File: src/design/aib_bscan_settings.svh
/* per-column sizing for the boundary-scan chain; the cell widths are fixed by the
   pin structs in the package, so only the channel count may be changed */
`ifndef AIB_BSCAN_SETTINGS_SVH
`define AIB_BSCAN_SETTINGS_SVH

// number of AIB channels in the column, one scan cell each
`define AIB_BSCAN_NUM_CH 4

// TX register: dat0, dat1, async data, txen, rxen[2:0]
`define AIB_BSCAN_TX_BITS 7

// RX register: odat0, odat1, oclkn, oclkp, async data
`define AIB_BSCAN_RX_BITS 5

// full cell length seen by the scan path
`define AIB_BSCAN_CELL_BITS (`AIB_BSCAN_TX_BITS + `AIB_BSCAN_RX_BITS)

`endif
File: src/design/aib_bscan_pkg.sv
/* pin-group structs and scan controls; struct field order is the scan register
   order, MSB first, and must not be rearranged */
package aib_bscan_pkg;

   typedef logic [2:0] rxen_t;  // receive-enable code to the AIB buffer

   // adapter-side TX inputs and AIB-side TX outputs, same layout
   typedef struct packed {
      logic  dat0;       // sdr data 0
      logic  dat1;       // sdr data 1
      logic  async_data; // async data path
      logic  txen;       // output enable
      rxen_t rxen;
   } tx_pins_t;

   // receive pins as they come out of the AIB
   typedef struct packed {
      logic odat0;
      logic odat1;
      logic oclkn;     // diff clock, captured only
      logic oclkp;
      logic odat_asyn;
   } aib_rx_pins_t;

   // receive pins handed on to the adapter, clocks not forwarded
   typedef struct packed {
      logic odat0;
      logic odat1;
      logic odat_asyn;
   } adap_rx_pins_t;

   typedef struct packed {
      logic anlg;  // analog reset, active low
      logic dig;   // digital reset, active low
   } rstb_pair_t;

   // controls from the instruction decoder to every cell
   typedef struct packed {
      logic mode;     // drive AIB TX from the TX register
      logic intest;   // drive adapter RX from the RX register, capture adapter TX
      logic rstb_en;  // override both AIB resets
      logic rstb;     // override value
   } bscan_ctrl_t;

   typedef enum logic [2:0] {
      INSTR_FUNCTIONAL = 3'd0,
      INSTR_EXTEST     = 3'd1,
      INSTR_INTEST     = 3'd2,
      INSTR_EXTEST_RST = 3'd3   // extest plus reset override
   } bscan_instr_e;

endpackage

File: src/design/aib_bscan_top.sv
/* boundary-scan subsystem for one AIB column; the TAP is external and only
   provides the instruction load and the shift enable */
`timescale 1ns/1ps
`include "aib_bscan_settings.svh"

module aib_bscan_top
   import aib_bscan_pkg::*;
(
   input  logic          jtag_clkdr_in,
   input  logic          rst_n,
   input  bscan_instr_e  ir_code,
   input  logic          ir_strobe,
   input  logic          rst_val,
   input  logic          scan_en,
   input  logic          scan_in,
   input  tx_pins_t      adap_tx   [`AIB_BSCAN_NUM_CH],
   input  aib_rx_pins_t  aib_rx    [`AIB_BSCAN_NUM_CH],
   input  rstb_pair_t    adap_rstb [`AIB_BSCAN_NUM_CH],
   output logic          scan_out,
   output tx_pins_t      aib_tx    [`AIB_BSCAN_NUM_CH],
   output adap_rx_pins_t adap_rx   [`AIB_BSCAN_NUM_CH],
   output rstb_pair_t    aib_rstb  [`AIB_BSCAN_NUM_CH],
   output logic          clkdr_out,
   output logic          clkdr_outn
);

   bscan_ctrl_t ctrl;  // decoded controls to every cell

   bscan_instr_ctrl instr_ctrl_inst (
      .jtag_clkdr_in (jtag_clkdr_in),
      .rst_n         (rst_n),
      .ir_code       (ir_code),
      .ir_strobe     (ir_strobe),
      .rst_val       (rst_val),
      .ctrl          (ctrl)
   );

   aib_bscan_chain chain_inst (
      .jtag_clkdr_in (jtag_clkdr_in),
      .rst_n         (rst_n),
      .ctrl          (ctrl),
      .scan_en       (scan_en),
      .scan_in       (scan_in),
      .adap_tx       (adap_tx),
      .aib_rx        (aib_rx),
      .adap_rstb     (adap_rstb),
      .scan_out      (scan_out),
      .aib_tx        (aib_tx),
      .adap_rx       (adap_rx),
      .aib_rstb      (aib_rstb),
      .clkdr_out     (clkdr_out),
      .clkdr_outn    (clkdr_outn)
   );

endmodule

File: src/design/bscan_instr_ctrl.sv
/* instruction register loaded by a one-cycle strobe with no back-pressure;
   unknown codes decode as functional */
`timescale 1ns/1ps

module bscan_instr_ctrl
   import aib_bscan_pkg::*;
(
   input  logic         jtag_clkdr_in,
   input  logic         rst_n,
   input  bscan_instr_e ir_code,    // valid with ir_strobe
   input  logic         ir_strobe,  // single cycle load
   input  logic         rst_val,    // reset override value, latched with the code
   output bscan_ctrl_t  ctrl
);

   bscan_instr_e instr_q;
   logic         rstb_q;

   always_ff @(posedge jtag_clkdr_in or negedge rst_n)
   begin
      if (!rst_n)
      begin
         instr_q <= INSTR_FUNCTIONAL;
         rstb_q  <= 1'b0;
      end
      else if (ir_strobe)
      begin
         instr_q <= ir_code;
         rstb_q  <= rst_val;
      end
   end

   // decode from the held instruction, so controls change one edge after the strobe
   always_comb
   begin
      ctrl      = '0;
      ctrl.rstb = rstb_q;
      case (instr_q)
         INSTR_EXTEST:
            ctrl.mode = 1'b1;
         INSTR_INTEST:
         begin
            ctrl.mode   = 1'b1;
            ctrl.intest = 1'b1;
         end
         INSTR_EXTEST_RST:
         begin
            ctrl.mode    = 1'b1;
            ctrl.rstb_en = 1'b1;  // drive both AIB resets from rstb
         end
         default:
            ctrl.mode = 1'b0;     // functional and unused codes
      endcase
   end

endmodule

File: src/design/aib_bscan_chain.sv
/* channel 0 is nearest scan_in; total length is 12 bits per channel and
   the forwarded scan clock is taken from channel 0 only */
`timescale 1ns/1ps
`include "aib_bscan_settings.svh"

module aib_bscan_chain
   import aib_bscan_pkg::*;
(
   input  logic          jtag_clkdr_in,
   input  logic          rst_n,
   input  bscan_ctrl_t   ctrl,                        // shared by all cells
   input  logic          scan_en,
   input  logic          scan_in,
   input  tx_pins_t      adap_tx   [`AIB_BSCAN_NUM_CH],
   input  aib_rx_pins_t  aib_rx    [`AIB_BSCAN_NUM_CH],
   input  rstb_pair_t    adap_rstb [`AIB_BSCAN_NUM_CH],
   output logic          scan_out,                    // from the last cell
   output tx_pins_t      aib_tx    [`AIB_BSCAN_NUM_CH],
   output adap_rx_pins_t adap_rx   [`AIB_BSCAN_NUM_CH],
   output rstb_pair_t    aib_rstb  [`AIB_BSCAN_NUM_CH],
   output logic          clkdr_out,
   output logic          clkdr_outn
);

   logic [`AIB_BSCAN_NUM_CH:0]   scan_link;   // link i feeds cell i
   logic [`AIB_BSCAN_NUM_CH-1:0] clkdr_ch;
   logic [`AIB_BSCAN_NUM_CH-1:0] clkdr_n_ch;

   assign scan_link[0] = scan_in;

   for (genvar g = 0; g < `AIB_BSCAN_NUM_CH; g++)
   begin : g_ch
      aib_io_bscan_cell cell_inst (
         .jtag_clkdr_in (jtag_clkdr_in),
         .rst_n         (rst_n),
         .ctrl          (ctrl),
         .scan_en       (scan_en),
         .scan_in       (scan_link[g]),
         .adap_tx       (adap_tx[g]),
         .aib_rx        (aib_rx[g]),
         .adap_rstb     (adap_rstb[g]),
         .scan_out      (scan_link[g+1]),
         .aib_tx        (aib_tx[g]),
         .adap_rx       (adap_rx[g]),
         .aib_rstb      (aib_rstb[g]),
         .clkdr_out     (clkdr_ch[g]),
         .clkdr_outn    (clkdr_n_ch[g])
      );
   end

   assign scan_out   = scan_link[`AIB_BSCAN_NUM_CH];
   assign clkdr_out  = clkdr_ch[0];    // same net in every cell
   assign clkdr_outn = clkdr_n_ch[0];

endmodule

File: src/design/aib_io_bscan_cell.sv
/* one AIB channel of boundary scan; scan_out is retimed on the falling edge so the
   next cell samples it with margin, giving 12 rising edges per cell */
`timescale 1ns/1ps
`include "aib_bscan_settings.svh"

module aib_io_bscan_cell
   import aib_bscan_pkg::*;
(
   input  logic          jtag_clkdr_in,  // boundary-scan clock
   input  logic          rst_n,
   input  bscan_ctrl_t   ctrl,
   input  logic          scan_en,        // shift dr, active high
   input  logic          scan_in,
   input  tx_pins_t      adap_tx,        // TX from the adapter
   input  aib_rx_pins_t  aib_rx,         // RX from the AIB
   input  rstb_pair_t    adap_rstb,      // resets from the adapter
   output logic          scan_out,
   output tx_pins_t      aib_tx,         // TX to the AIB
   output adap_rx_pins_t adap_rx,        // RX to the adapter
   output rstb_pair_t    aib_rstb,       // resets to the AIB
   output logic          clkdr_out,      // scan clock to the rest of the column
   output logic          clkdr_outn      // inverted, for the sync DDR TX
);

   logic [`AIB_BSCAN_TX_BITS-1:0]   tx_reg;
   logic [`AIB_BSCAN_RX_BITS-1:0]   rx_reg;
   logic                            rx_nreg;    // falling-edge copy of rx_reg[0]
   logic [`AIB_BSCAN_CELL_BITS-1:0] shift_nxt;  // tx and rx shifted as one register
   logic [`AIB_BSCAN_TX_BITS-1:0]   tx_cap;
   logic [`AIB_BSCAN_RX_BITS-1:0]   rx_cap;

   // AIB TX side, register drives the pads in extest and intest
   assign aib_tx = ctrl.mode ? tx_pins_t'(tx_reg) : adap_tx;

   // adapter RX side, intest feeds the core from the RX register
   always_comb
   begin
      if (ctrl.intest)
      begin
         adap_rx.odat0     = rx_reg[4];
         adap_rx.odat1     = rx_reg[3];
         adap_rx.odat_asyn = rx_reg[0];
      end
      else
      begin
         adap_rx.odat0     = aib_rx.odat0;
         adap_rx.odat1     = aib_rx.odat1;
         adap_rx.odat_asyn = aib_rx.odat_asyn;
      end
   end

   // both AIB resets follow the override value together
   assign aib_rstb = ctrl.rstb_en ? rstb_pair_t'({ctrl.rstb, ctrl.rstb}) : adap_rstb;

   // plain buffer and inverter here, a clock cell in the netlist
   assign clkdr_out  = jtag_clkdr_in;
   assign clkdr_outn = ~jtag_clkdr_in;

   // msb first: scan_in enters tx[6], tx[0] feeds rx[4], rx[0] drops off
   assign shift_nxt = {scan_in, tx_reg, rx_reg[`AIB_BSCAN_RX_BITS-1:1]};

   // tx only captures under intest, else holds the shifted pattern
   assign tx_cap = ctrl.intest ? adap_tx : tx_reg;

   // data bits are taken after the intest mux, clocks raw from the AIB
   assign rx_cap = {adap_rx.odat0, adap_rx.odat1, aib_rx.oclkn, aib_rx.oclkp,
                    adap_rx.odat_asyn};

   always_ff @(posedge jtag_clkdr_in or negedge rst_n)
   begin
      if (!rst_n)
      begin
         tx_reg <= '0;
         rx_reg <= '0;
      end
      else if (scan_en)
      begin
         tx_reg <= shift_nxt[`AIB_BSCAN_CELL_BITS-1:`AIB_BSCAN_RX_BITS];
         rx_reg <= shift_nxt[`AIB_BSCAN_RX_BITS-1:0];
      end
      else
      begin
         tx_reg <= tx_cap;
         rx_reg <= rx_cap;  // capture every non-shift cycle
      end
   end

   // half-cycle retime toward the next cell
   always_ff @(negedge jtag_clkdr_in or negedge rst_n)
   begin
      if (!rst_n)
         rx_nreg <= 1'b0;
      else
         rx_nreg <= rx_reg[0];
   end

   assign scan_out = rx_nreg;

endmodule

File: config.mk
export PLATFORM = sky130hd
export DESIGN_NAME = aib_bscan_top
export DESIGN_NICKNAME = d
export VERILOG_FILES = /design/src/design/aib_bscan_pkg.sv /design/src/design/aib_bscan_top.sv /design/src/design/bscan_instr_ctrl.sv /design/src/design/aib_bscan_chain.sv /design/src/design/aib_io_bscan_cell.sv
export VERILOG_INCLUDE_DIRS = /design/src /design/src/design
export SDC_FILE = /design/constraint.sdc
export NUM_CORES = 1
export LEC_CHECK = 0
export ABC_AREA = 1
export BUFFER_PORTS_ARGS = -buffer_cell sky130_fd_sc_hd__clkbuf_2
export CAP_MARGIN = 0
export CORE_MARGIN = 1
export CORE_UTILIZATION = 20
export DETAILED_ROUTE_END_ITERATION = 6
export PLACE_DENSITY_LB_ADDON = 0.15
export SLEW_MARGIN = 20
export SYNTH_ARGS = -nofsm -noshare
export SYNTH_HDL_FRONTEND = slang
export SYNTH_SLANG_ARGS = --single-unit
File: constraint.sdc
create_clock -name jtag_clkdr_in -period 3.9 [get_ports jtag_clkdr_in]
set_input_delay 0.975 -clock jtag_clkdr_in [delete_from_list [all_inputs] [get_ports jtag_clkdr_in]]
set_output_delay 0.975 -clock jtag_clkdr_in [all_outputs]
set_load 0.05 [all_outputs]
==> metrics.md, run 1 <==
| Metric | Value |
|---|---|
| Internal | 1.34 mW |
| Detailed Place HPWL | about 6500 µm |
| Post-Route Utilization | a little over a quarter |
| WS Path Type | reg2out |
| Post-synthesis sequential area ratio | roughly 42% |
| Setup bufs post-CTS | 0 |
| Clock share of power | between 30 and 40% |
| Top-area cell type share of the netlist area | around two fifths |
| Iter 0 DRT Violations | ~110 |
| Via count of the first global-routing pass | approximately 2900 |
| Pre-antenna DRT Iters | 4 |
| Distinct cell type count after synthesis | 23 |
| Die W | 131 µm |
| Post-place setup slack | around 0.33 ns |
| CTS tree | built |
| Port buffer count | 115 |
| Switch share | around 40% |
| Power Dens Cells | slightly above 500 nW/µm² |
| Initial Utilization | between 20% and 30% |
| Crit-path leading delay family | flip-flops |
| Layout cells sized above 1 | about a third |
| # hold bufs at CTS | 0 |
| Final setup viols | 0 |
| Core area | roughly 16000 µm² |
| Clock skew | between 0.009 and 0.01 ns |
| Nets | just over 600 |
| Clk Latency, worst-skew pair | 0.34 ns |
| Clock Path Buffers | 2 |
| Synthesized area | 3310 µm² |
| GPL Wtd Cong | between 0.6 and 0.7 |
| Critical Path RT | between 2 and 3 ns |
| Worst hold slack | around 0.44 ns |
| Critical path, cell by cell | buf_4 |
| Max-cap violations | 0 |
| Post-DP Area | roughly 4000 µm² |
| Max IR drop VDD | approximately 0.00024 V |
| Antenna Nets Post-Route | 0 |
| Cells after Synth | roughly 440 |
| Global-route wire length before repair | between 15000 and 20000 µm |
| Synth Warn # | 0 |
| Leading post-synthesis cells by cell area | dfrtp_1, nand2_1, o21ai_2 |
| Flop and latch count out of synthesis | 56 |
| # fillers | 1843 |
| Non-filler cells, final | between 700 and 800 |
| Die area | 17100 µm² |
| Final Hold Vio Count | 0 |
| Slowest cell on crit path | dfrtn_1 |
| Die Y | ~130 µm |
| Critical path arrival | around 2.9 ns |
| CP max FO | 1 |
| Tightest Pin Transition | about 0.7 ns |
| Largest net degree at the start of global routing | 57 |
| Max-slew violations | 0 |
| Status | finished clean |
| Tightest Hold Check Type | reg2reg |
| Syn Nets | approximately 500 |
| Diode count | 0 |
| Max incr delay on CP | approximately 0.4 ns |
| Gate power share | roughly 30% |
| Worst Path Buf+Inv | 1 |
| Cell chosen for the clock root | clkbuf_16 |
| Vias per cell | about 4 |
| Max reg flops | 28 |
| GRT Residual Overflow | 0 |
| Pwr Total | approximately 2.2 mW |
| Area Overhead vs Synth | 30.2% |
| H-tree Lvls | 3 |
| Slew margin rel. | 53.7% |
| Crit start category | register |
| Final Instance Area | around 4300 µm² |
| RSZ-0062 raised after global routing | false |
| Clock transition at the registers of the reported paths | ~0.050 ns |
| Final Worst Setup Slack | 0.0510 ns |
| Placed insts | around 750 |
| Leak | between 2 and 2.5 nW |
| Cell taking the most area after synthesis | dfrtp_1 |
| Global router's overall resource usage | about an eighth |
| Psw | between 0.8 and 0.9 mW |
| Final Routed Wirelength | ~9200 µm |
| Via count | roughly 3000 |
| Flop pwr share | roughly 30% |
| TNS Setup | 0 ns |
| Mean post-synth cell area | between 7 and 8 µm² |
| WL/cell | about 12 µm |
| CTS buffer count | 9 |
| DRC errors left | 0 |
| Crit. End Element | output port |
| I/O pin count | around 120 |
| Rows | 46 |
| Initial antenna violation count | 0 |
## final timing paths
path / from / endpoint / slack (ns) / cells after the start
min reg2reg: chain_inst.g_ch[2].cell_inst.rx_reg[2]$_DFF_PN0_ / chain_inst.g_ch[2].cell_inst.rx_reg[1]$_DFF_PN0_ / 0.44 / 2
min: chain_inst.g_ch[2].cell_inst.rx_reg[2]$_DFF_PN0_ / chain_inst.g_ch[2].cell_inst.rx_reg[1]$_DFF_PN0_ / 0.44 / 2
max reg2reg: chain_inst.g_ch[2].cell_inst.scan_out$_DFF_NN0_ / chain_inst.g_ch[3].cell_inst.tx_reg[6]$_DFFE_PN0P_ / 1.23 / 4
max in group asynchronous: rst_n / chain_inst.g_ch[3].cell_inst.scan_out$_DFF_NN0_ / 1.33 / 1
min in group asynchronous: rst_n / chain_inst.g_ch[1].cell_inst.tx_reg[6]$_DFFE_PN0P_ / 0.51 / 1
max: chain_inst.g_ch[3].cell_inst.scan_out$_DFF_NN0_ / scan_out / 0.05 / 1
## per-layer routing
metal  GRT usage (%)  share of wire [%]  vias to the layer above
li1                -                  -                     1565
met5               0                  0                        -
met4            2.84                1.0                        0
met1            15.7                 50                     1344
met2            18.1                 43                       87
met3            4.19                6.2                        8
## kinds of logic (layout without fill, tap and decap cells)
logic type      after synthesis  count (layout)  share of synthesized area (%)
simple gates                196             196                           26.0
compound gates               92              92                           17.9
buf+inv                      91             202                           13.5
flops                        56              56                           42.3
mux                           1               1                          0.340
## cells in the mapped netlist
master	n
nor2_1	4
buf_6	12
nor3_4	1
buf_2	6
o21ai_0	41
nand2_2	11
dfrtp_1	52
nand2_1	141
buf_4	2
a21oi_1	4
clkbuf_1	5
nand3_4	1
inv_1	61
and2_1	12
nand2_4	1
dfrtn_1	4
o21ai_1	12
nand3_1	24
nor2_2	1
mux2_2	1
inv_2	4
o21ai_2	35
clkinv_1	1
## layout by cell type, fill, tap and decap left out, types with 5 or more instances in the layout
| cell | n |
|---|---|
| nand2_1 | 141 |
| and2_1 | 12 |
| buf_4 | 5 |
| clkbuf_2 | 113 |
| nand2_2 | 11 |
| clkbuf_16 | 10 |
| o21ai_1 | 12 |
| o21ai_2 | 34 |
| o21ai_0 | 41 |
| inv_1 | 63 |
| dfrtp_1 | 52 |
| nand3_1 | 24 |
## power by group through the flow
stage          clock [mW]  combinational (mW)  sequential (mW)
5_1_grt             0.940               0.738            0.701
6_report            0.881               0.669            0.692
3_5_place_dp        0.101               0.679            0.703
3_3_place_gp        0.101               0.677            0.702
2_1_floorplan      0.0986               0.523            0.695
4_1_cts             0.913               0.682            0.693
## cell type report
cell class | instances | area [µm²] | share of cell area, %
clock buffer | 15 | 292 | 6.76
clock inverter | 4 | 16.3 | 0.377
inverter | 65 | 244 | 5.66
multi-input combinational | 289 | 1470 | 34.1
sequential | 56 | 1400 | 32.5
tap | 216 | 270 | 6.27
timing repair buffer | 118 | 618 | 14.3
## what timing repair did
item | CTS | global route
endpoints found under the setup margin | 1 | 1
gates resized for setup | 1 | 1
endpoints found under the hold margin | 0 | 0
pin swaps | 0 | 0
Power figures use the tool's default switching activity.
==> run 2: changes to the inputs <==
Settings changed: BUFFER_PORTS_ARGS -buffer_cell sky130_fd_sc_hd__clkbuf_2 to -buffer_cell sky130_fd_sc_hd__buf_2.
==> metrics.md, run 2 (same netlist as run 1, synthesis figures left out) <==
| Metric | Value |
|---|---|
| Area Overhead vs Synth | 32.0% (was 30.2%) |
| Crit. Startpoint | chain_inst.g_ch[3].cell_inst.scan_out$_DFF_NN0_ (unchanged) |
| M3 GR Usage | 5.09% (was 4.19%) |
| Final setup viols | 1 (was 0) |
| Clk Latency, worst-skew pair | 0.46 ns (was 0.34 ns) |
| Tightest Pin Transition | 0.692 ns (was 0.694 ns) |
| Max incr delay on CP | 0.40 ns (was 0.39 ns) |
| Power Dens Cells | 535 nW/µm² (was 520 nW/µm²) |
| Critical path, cell by cell | buf_6 (was buf_4) |
| Max IR drop VDD | 0.000292 V (was 0.000236 V) |
| Clock transition at the registers of the reported paths | 0.05 ns (about the same) |
| Iter 0 DRT Violations | 114 (was 113) |
| Global-route wire length before repair | 15400 µm (was 15000 µm) |
| RR Endpoint | chain_inst.g_ch[1].cell_inst.tx_reg[6]$_DFFE_PN0P_ (was chain_inst.g_ch[3].cell_inst.tx_reg[6]$_DFFE_PN0P_) |
| GRT Residual Overflow | 0 (unchanged) |
| Initial antenna violation count | 0 (unchanged) |
| Nets | 610 (was 607) |
| Critical R2R Launch | chain_inst.g_ch[0].cell_inst.scan_out$_DFF_NN0_ (was chain_inst.g_ch[2].cell_inst.scan_out$_DFF_NN0_) |
| DRC errors left | 0 (unchanged) |
| Max-cap violations | 0 (unchanged) |
| RSZ-0062 raised after global routing | true (was false) |
| Clock skew | 0.0268 ns (was 0.00989 ns) |
| Global router's overall resource usage | 12.2% (was 11.8%) |
| GPL Wtd Cong | 0.707 (was 0.697) |
| Tightest Hold Check Type | in2async (was reg2reg) |
| Die area | 17100 µm² (unchanged) |
| Diode count | 0 (unchanged) |
| Die Y | 131 µm (unchanged) |
| Grt met1 use | 15.6% (was 15.7%) |
| Max reg flops | 28 (unchanged) |
| TNS Setup | -0.0508 ns (was 0 ns) |
| Slowest cell on crit path | dfrtn_1 (unchanged) |
| Crit start category | register (unchanged) |
| Max-slew violations | 0 (unchanged) |
| R2R cell count | 4 (unchanged) |
| WL/cell | 12.3 µm (was 12.1 µm) |
| WS Path Type | reg2out (unchanged) |
| Via count | 2953 (was 3004) |
| Worst Path Buf+Inv | 1 (unchanged) |
| Met2 GRT Util | 18.8% (was 18.1%) |
| Critical Path RT | 2.92 ns (about the same) |
| Rows | 46 (unchanged) |
| Busiest grt layer | met2 (unchanged) |
| Internal reg-to-reg setup slack | 1.19 ns (was 1.23 ns) |
| I/O pin count | 116 (unchanged) |
| Commonest non-fill, non-tap cell in the layout | nand2_1 (unchanged) |
| Commonest non-fill, non-tap cells in the layout | nand2_1, buf_2, inv_1, dfrtp_1, o21ai_0 (was nand2_1, clkbuf_2, inv_1, dfrtp_1, o21ai_0) |
| Cts repair resizes | 2 (was 1) |
| Core area | 16000 µm² (unchanged) |
| # hold bufs at CTS | 0 (unchanged) |
| CTS tree | built (unchanged) |
| CP max FO | 1 (unchanged) |
| Initial Utilization | 20.7% (unchanged) |
| Die W | 131 µm (unchanged) |
| Crit. End Element | output port (unchanged) |
| Detailed Place HPWL | 6540 µm (was 6520 µm) |
| Port buffer count | 115 (unchanged) |
| Via count of the first global-routing pass | 2950 (was 2874) |
| Post-place setup slack | 0.346 ns (was 0.327 ns) |
| Layout cells sized above 1 | 34.9% (was 34.4%) |
| Status | finished with violations (was finished clean) |
| Antenna Nets Post-Route | 0 (unchanged) |
| Final Worst Setup Slack | -0.0508 ns (was 0.0510 ns) |
| Violations in the final reports | setup timing |
| Critical path arrival | 2.98 ns (was 2.87 ns) |
| Final Routed Wirelength | 9390 µm (was 9210 µm) |
| Vias per cell | 3.86 (was 3.94) |
| Slew margin rel. | 53.8% (was 53.7%) |
| Pre-antenna DRT Iters | 4 (unchanged) |
| Leak | 2.32 nW (was 2.31 nW) |
| Crit-path leading delay family | flip-flops (unchanged) |
| Worst Setup EP | scan_out (unchanged) |
| Setup bufs post-CTS | 0 (unchanged) |
| Final Hold Vio Count | 0 (unchanged) |
| Largest net degree at the start of global routing | 57 (unchanged) |
| WP depth | 1 (unchanged) |
-- run 2: cell count changes in the layout (fill, tap and decap cells not counted), sizes merged --
cell / change
inv: -2
clkbuf: -110
buf: +113
clkinv: +2
-- run 2: routing by layer --
metal  vias up  wire length, µm  share of wire [%]
met5         -                0                  0
met4         0              102                1.1
met3        10              607                6.5
met2        86             4070                 43
met1      1287             4610                 49
li1       1570                -                  -
-- run 2: how the worst min path moves through the flow --
stage | startpoint | to | slack (ns)
2_1_floorplan | chain_inst.g_ch[0].cell_inst.rx_reg[2]$_DFF_PN0_ | chain_inst.g_ch[0].cell_inst.rx_reg[1]$_DFF_PN0_ | 0.43
3_3_place_gp | chain_inst.g_ch[1].cell_inst.rx_reg[1]$_DFF_PN0_ | chain_inst.g_ch[1].cell_inst.rx_reg[0]$_DFF_PN0_ | 0.43
3_5_place_dp | chain_inst.g_ch[3].cell_inst.rx_reg[2]$_DFF_PN0_ | chain_inst.g_ch[3].cell_inst.rx_reg[1]$_DFF_PN0_ | 0.44
4_1_cts | rst_n | chain_inst.g_ch[3].cell_inst.tx_reg[6]$_DFFE_PN0P_ | 0.36
5_1_grt | rst_n | chain_inst.g_ch[3].cell_inst.tx_reg[6]$_DFFE_PN0P_ | 0.37
6_report | rst_n | chain_inst.g_ch[3].cell_inst.tx_reg[6]$_DFFE_PN0P_ | 0.37
-- run 2: through the flow --
stage               cells  util, %  power, mW  cell area [µm²]  hold slack [ns]
detailed placement    747     25.1       1.48             4020            0.438
finish                766     27.3       2.34             4370            0.373
global placement      747     25.1       1.48             4020            0.431
floorplan             436        -       1.32             3310            0.425
global route          766     27.3       2.48             4370            0.370
CTS                   766     27.3       2.39             4370            0.363
-- run 2: power by group --
group / internal (mW) / switching [mW] / leakage, nW
clock: 0.607 / 0.371 / 0.190
sequential: 0.658 / 0.0336 / 0.690
combinational: 0.176 / 0.494 / 1.44
total: 1.44 / 0.899 / 2.32
-- run 2: layout make-up --
type / instances / area, µm²
Fill cell: 1850 / 11600
Multi-Input combinational cell: 289 / 1470
Sequential cell: 56 / 1400
Timing Repair Buffer: 118 / 622
Clock buffer: 18 / 345
Tap cell: 216 / 270
Inverter: 65 / 244
Clock inverter: 4 / 18.8
